==> src/rtl/mon_pkg.sv <==
/*
  link traffic monitor shared definitions
  register map of the slave port, event select codes,
  link event lines and the slave request bundle
*/
package mon_pkg;

   // number of event counters, fixed by the register map
   localparam int num_mons = 6;

   // event vector seen by every counter
   localparam int ev_vec_w = 16;

   // slave port word addresses
   localparam logic [19:0] reg_mon_cfg = 20'hf036c;
   localparam logic [19:0] reg_rx_mon0 = 20'hf0370;
   localparam logic [19:0] reg_rx_mon1 = 20'hf0374;
   localparam logic [19:0] reg_rx_mon2 = 20'hf0378;
   localparam logic [19:0] reg_tx_mon0 = 20'hf037c;
   localparam logic [19:0] reg_tx_mon1 = 20'hf0380;
   localparam logic [19:0] reg_tx_mon2 = 20'hf0384;

   // event select codes, one per event vector entry
   typedef enum logic [3:0] {
      ev_never        = 4'd0,
      ev_always       = 4'd1,
      ev_rx_rd_access = 4'd2,
      ev_rx_rd_wait   = 4'd3,
      ev_rx_wr_access = 4'd4,
      ev_rx_wr_wait   = 4'd5,
      ev_rx_wb_access = 4'd6,
      ev_rx_wb_wait   = 4'd7,
      ev_tx_rd_access = 4'd8,
      ev_tx_rd_wait   = 4'd9,
      ev_tx_wr_access = 4'd10,
      ev_tx_wr_wait   = 4'd11,
      ev_tx_wb_access = 4'd12,
      ev_tx_wb_wait   = 4'd13,
      ev_rsvd14       = 4'd14,
      ev_rsvd15       = 4'd15
   } mon_event_e;

   // one select code per counter
   typedef mon_event_e [num_mons-1:0] mon_cfg_t;

   // link fifo strobes, tx side in the upper bits
   typedef struct packed {
      logic tx_wb_wait;
      logic tx_wb_access;
      logic tx_wr_wait;
      logic tx_wr_access;
      logic tx_rd_wait;
      logic tx_rd_access;
      logic rx_wb_wait;
      logic rx_wb_access;
      logic rx_wr_wait;
      logic rx_wr_access;
      logic rx_rd_wait;
      logic rx_rd_access;
   } link_events_t;

   // single cycle slave request, no back-pressure
   typedef struct packed {
      logic        access;
      logic        write;
      logic [19:0] addr;
      logic [31:0] wdata;
   } mi_req_t;

endpackage
==> src/rtl/traffic_monitor.sv <==
/*
  link traffic monitor top
  samples the link fifo strobes, runs six event counters on
  selectable entries and serves them on the slave port
  DW must be at least 24 to hold the six select fields
*/
`timescale 1ns/10ps

module traffic_monitor
   import mon_pkg::*;
#(
   parameter int DW = 32
) (
   input  logic                clk,
   input  logic                reset,
   input  mi_req_t             req,
   input  link_events_t        events,
   output logic [DW-1:0]       rd_data,
   output logic                rd_valid,
   output logic [num_mons-1:0] zero_flag
);

   // shared event vector
   logic [ev_vec_w-1:0]         ev_vec;

   // register block to counters
   mon_cfg_t                    cfg;
   logic [num_mons-1:0]         load;
   logic [DW-1:0]               load_data;

   // counters back to readback
   logic [num_mons-1:0][DW-1:0] counts;

   event_sampler i_event_sampler (
      .clk    (clk),
      .reset  (reset),
      .events (events),
      .ev_vec (ev_vec)
   );

   mon_regs #(
      .DW (DW)
   ) i_mon_regs (
      .clk       (clk),
      .reset     (reset),
      .req       (req),
      .counts    (counts),
      .cfg       (cfg),
      .load      (load),
      .load_data (load_data),
      .rd_data   (rd_data),
      .rd_valid  (rd_valid)
   );

   // counters 0..2 on rx addresses, 3..5 on tx addresses
   for (genvar i = 0; i < num_mons; i++) begin : gen_mon
      event_counter #(
         .DW (DW)
      ) i_event_counter (
         .clk       (clk),
         .reset     (reset),
         .ev_vec    (ev_vec),
         .sel       (cfg[i]),
         .load      (load[i]),
         .load_data (load_data),
         .count     (counts[i]),
         .zero      (zero_flag[i])
      );
   end

endmodule

==> src/rtl/mon_regs.sv <==
/*
  monitor register block
  decodes the slave port, holds the configuration register,
  issues counter load strobes and returns registered readback
  one cycle after each read request
*/
`timescale 1ns/10ps

module mon_regs
   import mon_pkg::*;
#(
   parameter int DW = 32
) (
   input  logic                         clk,
   input  logic                         reset,
   input  mi_req_t                      req,
   input  logic [num_mons-1:0][DW-1:0]  counts,
   output mon_cfg_t                     cfg,
   output logic [num_mons-1:0]          load,
   output logic [DW-1:0]                load_data,
   output logic [DW-1:0]                rd_data,
   output logic                         rd_valid
);

   // counter addresses, index i for counter i
   localparam logic [num_mons-1:0][19:0] mon_addr = {
      reg_tx_mon2,
      reg_tx_mon1,
      reg_tx_mon0,
      reg_rx_mon2,
      reg_rx_mon1,
      reg_rx_mon0
   };

   logic                rd_req;
   logic                wr_req;
   logic                cfg_hit;
   logic [num_mons-1:0] mon_hit;
   logic [DW-1:0]       wdata;
   logic [DW-1:0]       cfg_reg;
   logic [DW-1:0]       rd_mux;

   // request type
   assign rd_req = req.access & ~req.write;
   assign wr_req = req.access & req.write;

   // address match
   assign cfg_hit = (req.addr == reg_mon_cfg);

   always_comb begin
      for (int i = 0; i < num_mons; i++) begin
         mon_hit[i] = (req.addr == mon_addr[i]);
      end
   end

   // bus data resized to the counter width
   assign wdata = DW'(req.wdata);

   // configuration register, whole word kept for readback
   always_ff @(posedge clk) begin
      if (reset) begin
         cfg_reg <= '0;
      end else if (wr_req && cfg_hit) begin
         cfg_reg <= wdata;
      end
   end

   // four bit select field per counter
   always_comb begin
      for (int i = 0; i < num_mons; i++) begin
         cfg[i] = mon_event_e'(cfg_reg[4*i +: 4]);
      end
   end

   // load strobes, same cycle as the write request
   assign load      = {num_mons{wr_req}} & mon_hit;
   assign load_data = wdata;

   // readback select
   // addresses are exclusive, so an or of masked words is enough
   // unmapped addresses fall through as zero
   always_comb begin
      rd_mux = {DW{cfg_hit}} & cfg_reg;
      for (int i = 0; i < num_mons; i++) begin
         rd_mux = rd_mux | ({DW{mon_hit[i]}} & counts[i]);
      end
   end

   // read data held until the next read
   always_ff @(posedge clk) begin
      if (rd_req) begin
         rd_data <= rd_mux;
      end
   end

   // one cycle valid strobe per read
   always_ff @(posedge clk) begin
      if (reset) begin
         rd_valid <= 1'b0;
      end else begin
         rd_valid <= rd_req;
      end
   end

endmodule

==> src/rtl/event_counter.sv <==
/*
  event counter
  loadable down-counter, decrements once per cycle while its
  selected event entry is high, stops at zero and flags it
*/
`timescale 1ns/10ps

module event_counter
   import mon_pkg::*;
#(
   parameter int DW = 32
) (
   input  logic                clk,
   input  logic                reset,
   input  logic [ev_vec_w-1:0] ev_vec,
   input  mon_event_e          sel,
   input  logic                load,
   input  logic [DW-1:0]       load_data,
   output logic [DW-1:0]       count,
   output logic                zero
);

   logic hit;
   logic dec;

   // selected entry of the event vector
   assign hit = ev_vec[sel];

   // saturate at zero
   assign dec = hit & ~zero;

   always_ff @(posedge clk) begin
      if (reset) begin
         count <= '0;
      end else if (load) begin
         // load wins over a decrement in the same cycle
         count <= load_data;
      end else if (dec) begin
         count <= count - 1'b1;
      end
   end

   // straight compare, follows the count register
   assign zero = (count == '0);

endmodule

==> src/rtl/event_sampler.sv <==
/*
  event sampler
  registers the twelve link fifo strobes once and lays them
  out as the sixteen entry event vector indexed by event code
*/
`timescale 1ns/10ps

module event_sampler
   import mon_pkg::*;
(
   input  logic                clk,
   input  logic                reset,
   input  link_events_t        events,
   output logic [ev_vec_w-1:0] ev_vec
);

   logic [ev_vec_w-1:0] ev_next;

   // place each strobe at the index of its code
   always_comb begin
      ev_next = '0;
      // entry 0 stays low, entry 1 fires every cycle
      ev_next[ev_always]       = 1'b1;
      // receive side
      ev_next[ev_rx_rd_access] = events.rx_rd_access;
      ev_next[ev_rx_rd_wait]   = events.rx_rd_wait;
      ev_next[ev_rx_wr_access] = events.rx_wr_access;
      ev_next[ev_rx_wr_wait]   = events.rx_wr_wait;
      ev_next[ev_rx_wb_access] = events.rx_wb_access;
      ev_next[ev_rx_wb_wait]   = events.rx_wb_wait;
      // transmit side
      ev_next[ev_tx_rd_access] = events.tx_rd_access;
      ev_next[ev_tx_rd_wait]   = events.tx_rd_wait;
      ev_next[ev_tx_wr_access] = events.tx_wr_access;
      ev_next[ev_tx_wr_wait]   = events.tx_wr_wait;
      ev_next[ev_tx_wb_access] = events.tx_wb_access;
      ev_next[ev_tx_wb_wait]   = events.tx_wb_wait;
      // codes 14 and 15 left low
   end

   // one register stage, whole vector clear in reset
   always_ff @(posedge clk) begin
      if (reset) begin
         ev_vec <= '0;
      end else begin
         ev_vec <= ev_next;
      end
   end

endmodule

==> config.mk <==
export PLATFORM = sky130hd
export DESIGN_NAME = traffic_monitor
export DESIGN_NICKNAME = d
export VERILOG_FILES = /design/src/rtl/mon_pkg.sv /design/src/rtl/traffic_monitor.sv /design/src/rtl/mon_regs.sv /design/src/rtl/event_counter.sv /design/src/rtl/event_sampler.sv
export SDC_FILE = /design/constraint.sdc
export NUM_CORES = 1
export LEC_CHECK = 0
export BUFFER_PORTS_ARGS = -buffer_cell sky130_fd_sc_hd__buf_4
export CORE_UTILIZATION = 40
export DETAILED_ROUTE_END_ITERATION = 10
export PLACE_DENSITY = 0.62
export SYNTH_ARGS = -nofsm -noshare
export SYNTH_HDL_FRONTEND = slang
export SYNTH_HIERARCHICAL = 1
export SYNTH_SLANG_ARGS = --single-unit
==> constraint.sdc <==
create_clock -name clk -period 4.9 [get_ports clk]
set_clock_uncertainty 0.15 [all_clocks]
set_input_delay 0.49 -clock clk [delete_from_list [all_inputs] [get_ports clk]]
set_output_delay 0.49 -clock clk [all_outputs]
set_load 0.005 [all_outputs]
==> metrics.txt <==
result of the run=finished clean; Total Negative Setup Slacks=0 ns; final worst path period share=77.12%; Max rail drop VDD=556.0 µV; Ys Warns=6; count of flip-flops with a built-in enable after synthesis=32; maximum clock rate=0.2646 GHz; ANT nets after route=0; commonest cells after routing, fill and taps aside=sky130_fd_sc_hd__dfxtp_1, sky130_fd_sc_hd__nor2_1, sky130_fd_sc_hd__buf_4; Die ar.=47,590 µm²; register area share after synthesis=30.64%; first-iteration detailed-routing DRC count=2,500; Post-Synthesis Cells=2,256; Final Hold Fails=0; Global Route Usage Sum=28.09%; path category of the worst min-delay check=input pin to flop; remaining design rule violation count=0; routed via count=19.30k; setup violators final=0; clock-pin slew on the worst setup and hold paths=0.06 ns; fill cell count=4,511; quantity of I/O buffers inserted on ports=106; worst slew margin relative to its limit=25.57%; number of antenna violations at the first check in global routing=0; Max FO, Critical Path=33; Core ar.=45,770 µm²; max-slew violation count=0; total power divided by cell area=727.4 nW/µm²; type of the setup path with the least slack=flop to primary output; CTS tree=built; post-cts sizing count=0; Diodes inserted=0; horizontal die dimension=218.1 µm; initial standard-cell utilization of the core=40.83%; average footprint of a synthesized cell=8.284 µm²; share of synthesized flip-flops with an asynchronous set or reset=0%; htree depth=1; number of global-route vias before repair=17.15k; total global routing overflow=0; Hold Path Cell Cnt=3; Avg WL per Cell=24.72 µm; hpwl dp=49,510 µm; largest buffer count on any clock path=3; final design area excluding fillers=20,310 µm²; synthesized area=18,690 µm²; share of final-layout standard cells stronger than drive strength 1=12.29%; maximum number of pins on one net before global-route repair=98; path depth of the worst reg2reg path=6; leading cell type in the layout, fill and taps excluded=sky130_fd_sc_hd__dfxtp_1; global placer's final weighted congestion=0.9739; unrepaired setup endpoints after global routing=no; required time worst endpoint=4.26 ns; final core area utilization=44.38%; overall routed net length=69,350 µm; flops & latches, synth=270; standard-cell rows=78; time the worst path needs with I/O delays and setup=3.779 ns; worst-skew pair later-pin latency=0.61 ns; Vias per Instance=6.880; clock buffers created by TritonCTS=31; cell chosen for the clock root=sky130_fd_sc_hd__clkbuf_16; total cell area at the placement stage=19,180 µm²; Netlist cell types=66; flip-flop count of the largest register after layout=192; height of the chip=218.1 µm; critical path endpoint category=primary output; static leakage=0.007153 µW; num ports=107; arrival time reported for the critical path endpoint=3.14 ns; # nets final=2,256; actual transition at the worst max-transition pin=1.114 ns; number of max-cap violations=0; P&R area growth vs syn=8.704%; most common flop cell mapped by yosys=sky130_fd_sc_hd__dfxtp_1; global-route wire length before repair=104,100 µm; length of the first detailed-routing pass in iterations=6; # clock sinks=270; Critical Path Start Type=flop
[critical path, stage by stage, from the launching register on]
cell	delay, ns
sky130_fd_sc_hd__dfxtp_1	0.38
sky130_fd_sc_hd__nor4_2	0.63
sky130_fd_sc_hd__nand4_1	0.44
sky130_fd_sc_hd__or3_1	0.66
sky130_fd_sc_hd__clkinv_4	0.27
sky130_fd_sc_hd__buf_4	0.16
[layout make-up]
cell class,count,area [µm²],share of cell area [%]
Timing Repair Buffer,154,1190,5.857
Clock buffer,46,912.1,4.490
Sequential cell,270,5725,28.18
Clock inverter,10,106.4,0.5235
Multi-Input combinational cell,1670,11390,56.09
Tap cell,600,750.7,3.695
Inverter,55,236.5,1.164
[final timing paths]
path / start / to / slack, ns
worst max-delay path: gen_mon[0].i_event_counter/count[3] / zero_flag[0] / 1.12
worst min-delay path: req[0] / i_mon_regs/cfg_reg[0] / 0.09
worst max register to register: i_mon_regs/cfg_reg[8] / gen_mon[2].i_event_counter/count[27] / 1.68
worst min register to register: i_mon_regs/cfg_reg[27] / i_mon_regs/cfg_reg[27] / 0.33
[power breakdown]
group | switching, µW | internal (µW) | total, µW | leakage [µW]
Combinational | 5440 | 2990 | 8430 | 0.00440
Clock | 1010 | 1380 | 2390 | 0.000504
Sequential | 998 | 2950 | 3950 | 0.00225
[layer usage]
metal / track usage [%] / part of all wire (%)
met1: 39.61 / 42
met2: 43.24 / 44
met3: 4.315 / 11
met4: 9.767 / 3.7
met5: 0 / 0
[Yosys cell counts, types with 7 or more instances]
cell,n,share of area [%]
sky130_fd_sc_hd__inv_1,48,0.96
sky130_fd_sc_hd__mux4_2,24,2.9
sky130_fd_sc_hd__a21oi_1,32,0.86
sky130_fd_sc_hd__o21ai_1,44,1.2
sky130_fd_sc_hd__nand2b_1,36,1.2
sky130_fd_sc_hd__and4_1,18,0.84
sky130_fd_sc_hd__a32oi_1,64,3.0
sky130_fd_sc_hd__buf_2,33,0.88
sky130_fd_sc_hd__nand4b_1,13,0.61
sky130_fd_sc_hd__o41ai_1,12,0.56
sky130_fd_sc_hd__o31a_1,36,1.7
sky130_fd_sc_hd__and2_1,66,2.2
sky130_fd_sc_hd__buf_6,7,0.42
sky130_fd_sc_hd__nor4_1,78,2.6
sky130_fd_sc_hd__dfxtp_1,238,25
sky130_fd_sc_hd__nor2_1,191,3.8
sky130_fd_sc_hd__o21ai_0,36,0.96
sky130_fd_sc_hd__nand3_1,133,3.6
sky130_fd_sc_hd__nand4_1,57,1.9
sky130_fd_sc_hd__nand2_1,97,1.9
sky130_fd_sc_hd__o211ai_1,12,0.48
sky130_fd_sc_hd__or3_1,66,2.2
sky130_fd_sc_hd__nand3b_1,12,0.48
sky130_fd_sc_hd__o31ai_1,102,4.1
sky130_fd_sc_hd__or4b_1,7,0.37
sky130_fd_sc_hd__nor2b_1,10,0.33
sky130_fd_sc_hd__a311oi_1,120,5.6
sky130_fd_sc_hd__nor3_1,49,1.3
sky130_fd_sc_hd__nor3b_1,12,0.48
sky130_fd_sc_hd__nor2b_2,7,0.33
sky130_fd_sc_hd__clkbuf_1,147,3.0
sky130_fd_sc_hd__a22o_1,32,1.5
sky130_fd_sc_hd__buf_4,67,2.7
sky130_fd_sc_hd__edfxtp_1,32,5.1
sky130_fd_sc_hd__o311a_1,36,1.9
sky130_fd_sc_hd__or4_1,134,5.4
sky130_fd_sc_hd__and3_1,31,1.0
[per-stage QoR]
stage	power, µW	hold WS [ns]	setup slack, ns	instances
floorplan	10230	0.3090	1.467	2258
CTS	14590	0.07206	1.158	2805
global placement	11940	0.3183	0.9232	2737
detailed placement	12170	0.3246	0.9661	2737
global route	15810	0.08784	0.9909	2805
finish	14780	0.09307	1.121	2805
[cell families (layout without fill, tap and decap cells)]
group                    Yosys count  count (layout)  share of synthesized area [%]
other                              1               3                        0.02007
AO/OA/AOI/OAI                    574             574                          24.17
buffers and inverters            318             265                          8.757
adder cells (fa/ha/maj)            6               6                         0.4017
multiplexers                      24              24                          2.892
AND/OR/NAND/NOR                 1063            1063                          33.12
flip-flops                       270             270                          30.64
[timing repair]
item,in CTS,in global routing
hold buffers,12,0
setup buffers,0,0
hold endpoints to repair,12,0
Power figures use the tool's default switching activity.
